## config.mk

```make
export PLATFORM = sky130hd
export DESIGN_NAME = avr_decode
export DESIGN_NICKNAME = d
export VERILOG_FILES = /design/src/avr_decode_pkg.sv /design/src/opcode_matcher.sv /design/src/operand_extract.sv /design/src/group_classifier.sv /design/src/avr_decode.sv
export SDC_FILE = /design/constraint.sdc
export NUM_CORES = 1
export LEC_CHECK = 0
export ABC_AREA = 0
export BUFFER_PORTS_ARGS = -buffer_cell sky130_fd_sc_hd__buf_2
export CORE_MARGIN = 2
export CORE_UTILIZATION = 49
export CTS_BUF_LIST = sky130_fd_sc_hd__clkbuf_4 sky130_fd_sc_hd__clkbuf_8 sky130_fd_sc_hd__clkbuf_16
export CTS_CLUSTER_DIAMETER = 40
export DETAILED_ROUTE_END_ITERATION = 7
export PLACE_DENSITY = 0.8
export SLEW_MARGIN = 40
export SYNTH_ARGS = -nofsm -noshare
export SYNTH_HDL_FRONTEND = slang
export SYNTH_SLANG_ARGS = --single-unit
```

## constraint.sdc

```tcl
create_clock -name clk -period 8.5 [get_ports clk]
set_clock_uncertainty 0.2 [all_clocks]
set_input_delay 2.125 -clock clk [delete_from_list [all_inputs] [get_ports clk]]
set_output_delay 2.125 -clock clk [all_outputs]
set_load 0.05 [all_outputs]
```

## src/avr_decode_pkg.sv

```systemverilog
package avr_decode_pkg;

    // Register file has 32 entries
    localparam int r_addr_width = 5;

    // Widest immediate belongs to RJMP and RCALL
    localparam int imd_width = 12;

    // Status register location in I/O space
    localparam logic [imd_width-1:0] sreg_io_addr = 12'd63;

    // Global interrupt enable position inside SREG
    localparam logic [2:0] flag_i_bit = 3'd7;

    // Decoded instruction kinds
    typedef enum logic [4:0] {
        type_nop,
        type_add,
        type_adc,
        type_sub,
        type_and,
        type_or,
        type_eor,
        type_cp,
        type_mov,
        type_inc,
        type_dec,
        type_neg,
        type_ldi,
        type_subi,
        type_brbs,
        type_brbc,
        type_rjmp,
        type_rcall,
        type_ret,
        type_reti,
        type_push,
        type_pop,
        type_in,
        type_out,
        type_sbi,
        type_cbi,
        type_sei,
        type_cli,
        // Virtual instruction injected on an interrupt request
        type_call_isr,
        type_unknown
    } opcode_type_t;

    // Control groups used by later pipeline stages
    typedef struct packed {
        // Read-modify-write of a single I/O bit
        logic alu_aux;
        logic alu_imd;
        logic alu_one_op;
        logic alu_two_op;
        logic alu;
        logic load;
        logic store;
        logic stack;
        logic memory;
        logic register_move;
        logic control_flow;
        logic io_read;
        logic io_write;
    } opcode_group_t;

    // Two-register layout, rr split around rd
    typedef struct packed {
        logic [5:0]              opcode;
        logic                    rr_hi;
        logic [r_addr_width-1:0] rd;
        logic [3:0]              rr_lo;
    } reg_form_t;

    // Register-immediate layout, rd limited to r16..r31
    typedef struct packed {
        logic [3:0] opcode;
        logic [3:0] k_hi;
        logic [3:0] rd_lo;
        logic [3:0] k_lo;
    } imd_form_t;

    // Same 16-bit word seen through either layout
    typedef union packed {
        reg_form_t reg_form;
        imd_form_t imd_form;
    } instr_word_u;

    // Operand fields pulled out of one instruction
    typedef struct packed {
        logic [r_addr_width-1:0] rd;
        logic [r_addr_width-1:0] rr;
        logic [2:0]              bit_num;
        logic [imd_width-1:0]    imd;
    } operands_t;

    // Input beat
    typedef struct packed {
        instr_word_u instr;
        logic        irq;
    } decode_req_t;

    // Output beat
    typedef struct packed {
        opcode_type_t  opcode_type;
        opcode_group_t opcode_group;
        operands_t     operands;
    } decoded_t;

endpackage

```

## src/opcode_matcher.sv

```systemverilog
`timescale 1ns/100ps

module opcode_matcher
    import avr_decode_pkg::*;
(
    input  decode_req_t  req,
    output opcode_type_t opcode_type
);

    always_comb begin
        if (req.irq) begin
            // Pending interrupt wins over whatever word is present
            opcode_type = type_call_isr;
        end else begin
            casez (req.instr)
                // Fully fixed encodings first
                16'b0000_0000_0000_0000: opcode_type = type_nop;
                16'b1001_0101_0000_1000: opcode_type = type_ret;
                16'b1001_0101_0001_1000: opcode_type = type_reti;
                16'b1001_0100_0111_1000: opcode_type = type_sei;
                16'b1001_0100_1111_1000: opcode_type = type_cli;

                // Two-register arithmetic and logic
                16'b0000_11??_????_????: opcode_type = type_add;
                16'b0001_11??_????_????: opcode_type = type_adc;
                16'b0001_10??_????_????: opcode_type = type_sub;
                16'b0001_01??_????_????: opcode_type = type_cp;
                16'b0010_00??_????_????: opcode_type = type_and;
                16'b0010_01??_????_????: opcode_type = type_eor;
                16'b0010_10??_????_????: opcode_type = type_or;
                16'b0010_11??_????_????: opcode_type = type_mov;

                // Single register, low nibble selects the operation
                16'b1001_010?_????_0011: opcode_type = type_inc;
                16'b1001_010?_????_1010: opcode_type = type_dec;
                16'b1001_010?_????_0001: opcode_type = type_neg;

                // Register with 8-bit constant
                16'b1110_????_????_????: opcode_type = type_ldi;
                16'b0101_????_????_????: opcode_type = type_subi;

                // Branches on an SREG bit
                16'b1111_00??_????_????: opcode_type = type_brbs;
                16'b1111_01??_????_????: opcode_type = type_brbc;

                // Relative jump and call
                16'b1100_????_????_????: opcode_type = type_rjmp;
                16'b1101_????_????_????: opcode_type = type_rcall;

                // Stack
                16'b1001_001?_????_1111: opcode_type = type_push;
                16'b1001_000?_????_1111: opcode_type = type_pop;

                // I/O space
                16'b1011_0???_????_????: opcode_type = type_in;
                16'b1011_1???_????_????: opcode_type = type_out;
                16'b1001_1010_????_????: opcode_type = type_sbi;
                16'b1001_1000_????_????: opcode_type = type_cbi;

                default:                 opcode_type = type_unknown;
            endcase
        end
    end

endmodule

```

## src/operand_extract.sv

```systemverilog
`timescale 1ns/100ps

module operand_extract
    import avr_decode_pkg::*;
(
    input  instr_word_u instr,
    output operands_t   operands
);

    // Sign bit of the 7-bit branch offset
    logic branch_sign;

    assign branch_sign = instr[9];

    always_comb begin
        // Fields a format does not define stay at zero
        operands = '0;

        casez (instr[15:8])
            // LDI and SUBI, immediate layout
            8'b1110_????,
            8'b0101_????: begin
                operands.rd  = {1'b1, instr.imd_form.rd_lo};
                operands.imd = {4'b0000, instr.imd_form.k_hi, instr.imd_form.k_lo};
            end

            // BRBS and BRBC, word offset in bits 9..3
            8'b1111_0???: begin
                operands.bit_num = instr[2:0];
                operands.imd     = {{(imd_width - 7){branch_sign}}, instr[9:3]};
            end

            // SBI and CBI, low I/O address plus bit index
            8'b1001_10?0: begin
                operands.bit_num = instr[2:0];
                operands.imd     = {7'b0000000, instr[7:3]};
            end

            // IN and OUT, 6-bit I/O address split around the register
            8'b1011_????: begin
                operands.rd  = instr.reg_form.rd;
                operands.imd = {6'b000000, instr[10:9], instr[3:0]};
            end

            // RJMP and RCALL
            8'b110?_????: begin
                operands.imd = instr[11:0];
            end

            // Everything else uses the two-register layout
            default: begin
                operands.rd = instr.reg_form.rd;
                operands.rr = {instr.reg_form.rr_hi, instr.reg_form.rr_lo};
            end
        endcase
    end

endmodule

```

## src/group_classifier.sv

```systemverilog
`timescale 1ns/100ps

module group_classifier
    import avr_decode_pkg::*;
(
    input  opcode_type_t opcode_type,
    input  operands_t    operands,
    output decoded_t     result
);

    opcode_group_t grp;
    operands_t     ops;

    always_comb begin
        grp = '0;

        // SEI and CLI behave as SBI and CBI on SREG
        grp.alu_aux = opcode_type inside {type_sbi, type_cbi, type_sei, type_cli,
                                          type_reti, type_call_isr};
        grp.alu_imd = opcode_type inside {type_inc, type_dec};
        grp.alu_one_op = (opcode_type == type_neg);
        grp.alu_two_op = opcode_type inside {type_add, type_adc, type_sub, type_and,
                                             type_eor, type_or, type_cp};
        grp.alu = grp.alu_one_op || grp.alu_two_op;

        // Stack pops and pushes, the return address included
        grp.load  = opcode_type inside {type_pop, type_ret, type_reti};
        grp.store = opcode_type inside {type_push, type_rcall, type_call_isr};
        grp.stack = grp.load || grp.store;
        grp.memory = grp.load || grp.store;

        grp.register_move = opcode_type inside {type_ldi, type_mov};
        grp.control_flow = opcode_type inside {type_brbs, type_brbc, type_rjmp,
                                               type_rcall, type_ret, type_reti,
                                               type_call_isr};

        // ADC reads the carry out of SREG, stack ops touch SP
        grp.io_read  = (opcode_type inside {type_in, type_adc}) ||
                       grp.stack || grp.alu_aux;
        // ALU results update SREG
        grp.io_write = (opcode_type == type_out) ||
                       grp.alu || grp.stack || grp.alu_aux;
    end

    always_comb begin
        ops = operands;

        case (opcode_type)
            // Implied operand is the I flag in SREG
            type_sei, type_cli, type_call_isr: begin
                ops.bit_num = flag_i_bit;
                ops.imd     = sreg_io_addr;
            end
            // Register is a source here
            type_out, type_push: begin
                ops.rr = operands.rd;
                ops.rd = '0;
            end
            // Register is a destination here
            type_in, type_pop: begin
                ops.rd = operands.rd;
                ops.rr = '0;
            end
            default: ops = operands;
        endcase
    end

    assign result.opcode_type  = opcode_type;
    assign result.opcode_group = grp;
    assign result.operands     = ops;

endmodule

```

## src/avr_decode.sv

```systemverilog
`timescale 1ns/100ps

module avr_decode
    import avr_decode_pkg::*;
(
    input  logic        clk,
    input  logic        reset,
    input  logic        in_valid,
    output logic        in_ready,
    input  decode_req_t in_beat,
    output logic        out_valid,
    input  logic        out_ready,
    output decoded_t    out_beat
);

    opcode_type_t opcode_type;
    operands_t    operands;
    decoded_t     result;
    logic         accept;

    // Classification and field extraction run side by side
    opcode_matcher opcode_matcher_i (
        .req         (in_beat),
        .opcode_type (opcode_type)
    );

    operand_extract operand_extract_i (
        .instr    (in_beat.instr),
        .operands (operands)
    );

    group_classifier group_classifier_i (
        .opcode_type (opcode_type),
        .operands    (operands),
        .result      (result)
    );

    // Room when the slot is empty or is being drained this cycle
    assign in_ready = !out_valid || out_ready;
    assign accept   = in_valid && in_ready;

    always_ff @(posedge clk) begin
        if (reset) begin
            out_valid <= 1'b0;
        end else if (in_ready) begin
            out_valid <= in_valid;
        end
    end

    // Payload only loads on an accepted beat
    always_ff @(posedge clk) begin
        if (accept) begin
            out_beat <= result;
        end
    end

endmodule

```

[After elaboration in Yosys (flattened, before gate mapping)]
Index checks and enable logic that the tools add are counted.
Storage, ports and cells
  register bits after elaboration: 43
  latch bits: 0
  bits in writable memories: 0
  ROM bits: 0
  memories: 0
Operators by class
  add/sub/neg operators: 0
  $mul: 0
  div/mod/pow operators: 0
  order comparisons: 0
  equality and inequality tests: 58
  shift-type cells: 0
  muxes and demuxes: 7
  bitwise logic cells: 0
  reduce and logical (&&, ||, !) cells: 26
Operators by type and width (count)
  $pmux 5 s28: 1
  $eq 5x5->1 const B: 16
  $eq 16x16->1 const B: 4
  $pmux 12 s5: 1
  $eq 11x11->1 const B: 5
  $eq 5x4->1 const B: 7
  $eq 6x4->1 const B: 4
  $eq 5x3->1 const B: 4
  $pmux 10 s2: 1
  $eq 6x3->1 const B: 3
  $eq 4x4->1 const B: 4
  $eq 8x8->1 const B: 2
  $logic_not 16->1: 1
  $reduce_bool 7->1: 2
  $eq 6x6->1 const B: 2
  $eq 5x2->1 const B: 2
  $mux 5: 2
  $pmux 5 s2: 1
  $logic_or 1x1->1: 8
  $reduce_or 2->1: 4
  $eq 7x7->1 const B: 1
  $eq 6x2->1 const B: 1
  $reduce_bool 2->1: 3
  $reduce_bool 3->1: 2
  other kinds (9): 10

[Longest topological paths before layout]
  word-level depth: 9
  depth in mapped cells: 10
  depth with buffers taken out: 8

[Modules after synthesis]
From an unflattened synthesis, not the netlist that was laid out.
Unflattened totals
  cell total of the unflattened synthesis: 275
  area total of the unflattened synthesis: 2876.5 um^2
By module, submodules not included
  avr_decode: times used 1, cells an instance 48, area each 1346.3 um^2
  opcode_matcher: times used 1, cells an instance 97, area each 663.1 um^2
  group_classifier: times used 1, cells an instance 82, area each 513.0 um^2
  operand_extract: times used 1, cells an instance 48, area each 354.1 um^2

[Least setup slack after synthesis]
Ideal clock, no wire load.
  path type: input to output
  from: in out_ready
  to: out in_ready
  arrival: 2556 ps
  data required time: 6175 ps
  path slack: 3619 ps
  stages: 1
  buffers on the path: 0
  path through: nand2b_1
On the way
  cells in the longest elaborated chain, start to end: 1
Ends and longest elaborated chain
  start, declared: RTL line avr_decode.sv:12  | input logic out_ready,
  $logic_or 1x1->1: RTL line avr_decode.sv:39  | assign in_ready = !out_valid || out_ready;
  end, declared: RTL line avr_decode.sv:9  | output logic in_ready,
Every way passes these cells.

[Final worst setup path]
Ends and elaborated chain as after synthesis.

==> reports/summary.log <==
[placement] Detailed Place HPWL 4.25 mm
[synth] sequential-to-total area share from yosys stat 48.9%
[clock_network] buffers from clock root to sink, at most 2
[synth] gate count of the mapped netlist 253
[worst_setup_path] peak per-stage delay on the critical path 220 ps
[routing] count of routing violations after the opening detailed-route iteration 186
[worst_setup_path] critical path class in -> out
[synth] number of warnings issued by yosys 0
[finish] final cell count without fillers 378
[clock_network] root buf cell sky130_fd_sc_hd__clkbuf_8
[clock_network] clock latency reported for the late side of the worst-skew pair 290 ps
[worst_setup_path] cell count along the critical path 3
[power] peak supply drop 0.0818 mV
[timing] max-slew headroom at the worst pin 54.4%
[worst_setup_path] Critical path buffers and inverters 2
[worst_setup_path] Critical Path Slowest Stage Cell sky130_fd_sc_hd__buf_2
[clock_network] CTS sink cnt 43
[placement] gpl congestion 0.944
[global_routing] vias in the first global route 2060
[global_routing] busiest grt layer met2
[routing] Avg Vias per Cell 5.78
[synth] flops & latches, synth 43
[synth] Synth top area share 48.1%
[routing] total number of vias 2185
[run] Max-Cap Viols 0
[global_routing] global routing met3 resource utilization 3.65%
[synth] number of enable-type register cells in the synthesized netlist 42
[timing] setup_tns 0 ps
[timing] Slew Viols, Final 0
[timing] fmax 204 MHz
[floorplan] starting density of the core 51.0%
[placement] cell area after placement 2940 um2
[finish] number of nets in the layout 328
[power] Leakage Power 0.00117 uW
[floorplan] x dimension of the die 77.2 um
[clock_network] post-CTS repair timing setup buffer count 0
[floorplan] number of placement rows 26
[synth] top cell types by occurrence after synthesis 42 x sky130_fd_sc_hd__edfxtp_1, 32 x sky130_fd_sc_hd__nand2_1, 18 x sky130_fd_sc_hd__nor2_1
[worst_setup_path] sort of element at the start of the critical path input port
[finish] diodes inserted 0
[worst_setup_path] register-to-register setup slack 7030 ps
[clock_network] count of H-tree levels built during CTS 2
[worst_setup_path] CP arrival 2590 ps
[routing] Detail Route Antenna Nets 0
[synth] distinct cell type count after synthesis 66
[floorplan] placeable core region 5140 um2
[synth] average cell area after synthesis 10.4 um2
[clock_network] number of clock buffers inserted by TritonCTS 5
[global_routing] GR Layer Usage met2 31.2%
[timing] setup repair after global routing missed its margin false
[global_routing] number of antenna violations at the first check in global routing 0
[synth] Post-synth ARST share 0%
[synth] top-count cell post-synth sky130_fd_sc_hd__edfxtp_1
[worst_setup_path] Critical Path Fanout Max 3
[clock_network] post-cts sizing count 0
[timing] Hold Fails Final Rpt 0
[routing] remaining routing DRC violations 0
[global_routing] global-route wire length before repair 10.3 mm
[global_routing] routing usage on met1 30.4%
[finish] Final Cell Area 3050 um2
[worst_setup_path] list of cells traversed by the critical path buf_2, nand2b_1, buf_2
[clock_network] cts-stage hold buffer count 0
[worst_setup_path] CP dominant cell by count sky130_fd_sc_hd__buf_2
[synth] top area cells in the synthesized netlist sky130_fd_sc_hd__edfxtp_1 48%, sky130_fd_sc_hd__nand2_1 4.6%, sky130_fd_sc_hd__nor2_1 2.6%
[timing] final cycle utilization of the critical path 57.8%
[clock_network] clock tree from TritonCTS built
[finish] ratio of cells with drive above 1 in the final layout 30.8%
[placement] count of buffers from port buffering 65
[timing] Hold WS 317 ps
[floorplan] DIE HEIGHT 77.2 um
[timing] time the final worst path needs with I/O delays and setup 4910 ps
[worst_setup_path] gate family responsible for the most delay along the worst path buffers and inverters
[routing] count of TritonRoute iterations in the first routing pass 5
[hold_path] Worst Hold Path Cells 2
[synth] total standard cell area after synthesis 2620 um2
[global_routing] overall fraction of global-route tracks in use 21.3%
[routing] routed length per placed instance 15.9 um
[synth] total nets after synthesis 274
[hold_path] type of the most critical hold path reg -> reg
[finish] Filler Cell Count 466
[power] ratio of total power to cell area 172 nW/um2
[global_routing] largest net degree at the start of global routing 43
[routing] total wirelength of the detailed-routed design 6.00 mm
[synth] Most used DFF post-synth sky130_fd_sc_hd__edfxtp_1
[timing] Least-Margin Pin Slew 680 ps
[floorplan] floorplan die area 5950 um2
[finish] Area growth, synth to finish 16.3%
[floorplan] number of placed I/O pins 66
[clock_network] register clock-pin slew on the reported worst setup and hold paths 70 ps
[status] result of the run completed
[synth] post-synthesis cell type with the largest combined area sky130_fd_sc_hd__edfxtp_1
[finish] Layout Utilization 59.3%
[placement] placed cell count 370
[global_routing] aggregate global routing overflow 0
[worst_setup_path] required time at the worst-slack endpoint 6180 ps
[worst_setup_path] r2r worst-path depth 2
[worst_setup_path] type of destination of the critical path output pin
[timing] # setup viols final 0
==> through the flow <==
stage | setup WS [ps] | total power, uW
after floorplan | 3620 | 365
after global placement | 3600 | 392
after detailed placement | 3580 | 394
after CTS | 3580 | 527
after global routing | 3550 | 547
final | 3590 | 525
==> kinds of logic after synthesis <==
kind of cell	synth area share [%]
simple gates	28.1
compound gates	17.8
flops	48.9
buf+inv	4.15
xor+xnor	1.00
==> cell usage in the layout, fill, tap and decap left out, types with 2 or more instances in the layout <==
master                     instances
sky130_fd_sc_hd__xor2_1            2
sky130_fd_sc_hd__a21oi_1          10
sky130_fd_sc_hd__nor2_1           18
sky130_fd_sc_hd__a22o_1            5
sky130_fd_sc_hd__nor4b_1           2
sky130_fd_sc_hd__nand3b_1          5
sky130_fd_sc_hd__or2_1             2
sky130_fd_sc_hd__a31oi_1           2
sky130_fd_sc_hd__and3_1            2
sky130_fd_sc_hd__inv_1             2
sky130_fd_sc_hd__edfxtp_1         42
sky130_fd_sc_hd__nor3b_1           2
sky130_fd_sc_hd__buf_2            65
sky130_fd_sc_hd__nand4_1           3
sky130_fd_sc_hd__nor3_2            2
sky130_fd_sc_hd__clkbuf_8          6
sky130_fd_sc_hd__or3_1             3
sky130_fd_sc_hd__nor2_2            2
sky130_fd_sc_hd__a21boi_0          2
sky130_fd_sc_hd__nor3_1            9
sky130_fd_sc_hd__nor2b_1          10
sky130_fd_sc_hd__a32o_1            3
sky130_fd_sc_hd__a222oi_1          3
sky130_fd_sc_hd__nand2_1          32
sky130_fd_sc_hd__a221o_1           4
sky130_fd_sc_hd__and2_1            8
sky130_fd_sc_hd__nand3_1           6
sky130_fd_sc_hd__a21o_1            3
sky130_fd_sc_hd__o21ai_2           2
sky130_fd_sc_hd__nand2b_1          2
sky130_fd_sc_hd__nor4_1            3
sky130_fd_sc_hd__and4b_1           2
sky130_fd_sc_hd__o21ai_0           9
==> worst reg2reg max path, cell delays in order, from the launching register on <==
cell                       delay, ps
sky130_fd_sc_hd__dfxtp_1         310
sky130_fd_sc_hd__nand2b_1        100
sky130_fd_sc_hd__and2_4          490
==> layer usage <==
metal | wire length, um | up-vias
li1 | - | 1070
met1 | 2660 | 1010
met4 | 129 | 0
met2 | 2790 | 93
met5 | 0 | -
met3 | 421 | 12
==> final cells by class <==
class,count,area (um2),share of cell area (%)
flip-flops and latches,43,1280,42.0
multi-input cells,189,1250,41.0
repair buffers,65,325,10.7
clock buffers,7,90.1,2.95
well taps,70,87.6,2.87
inverters,3,11.3,0.369
clock inverters,1,5.00,0.164
==> final timing paths <==
| check | from | end |
|---|---|---|
| worst max-delay path | out_ready | in_ready |
| worst min-delay path | out_valid$_SDFFE_PP0N_ | out_valid$_SDFFE_PP0N_ |
| worst max register to register | out_valid$_SDFFE_PP0N_ | out_beat[21]$_DFFE_PP_ |
| worst min register to register | out_valid$_SDFFE_PP0N_ | out_valid$_SDFFE_PP0N_ |
==> where the power goes <==
group          total (uW)  internal [uW]  switching, uW
registers             253            250           2.97
clock network         134           68.7           65.8
logic                 138           34.4            104
==> state kept, by name (all words and copies together), names as in the netlist <==
register	flops
out_valid	1
out_beat	42
Note: power is estimated with default switching activity, not from simulation.
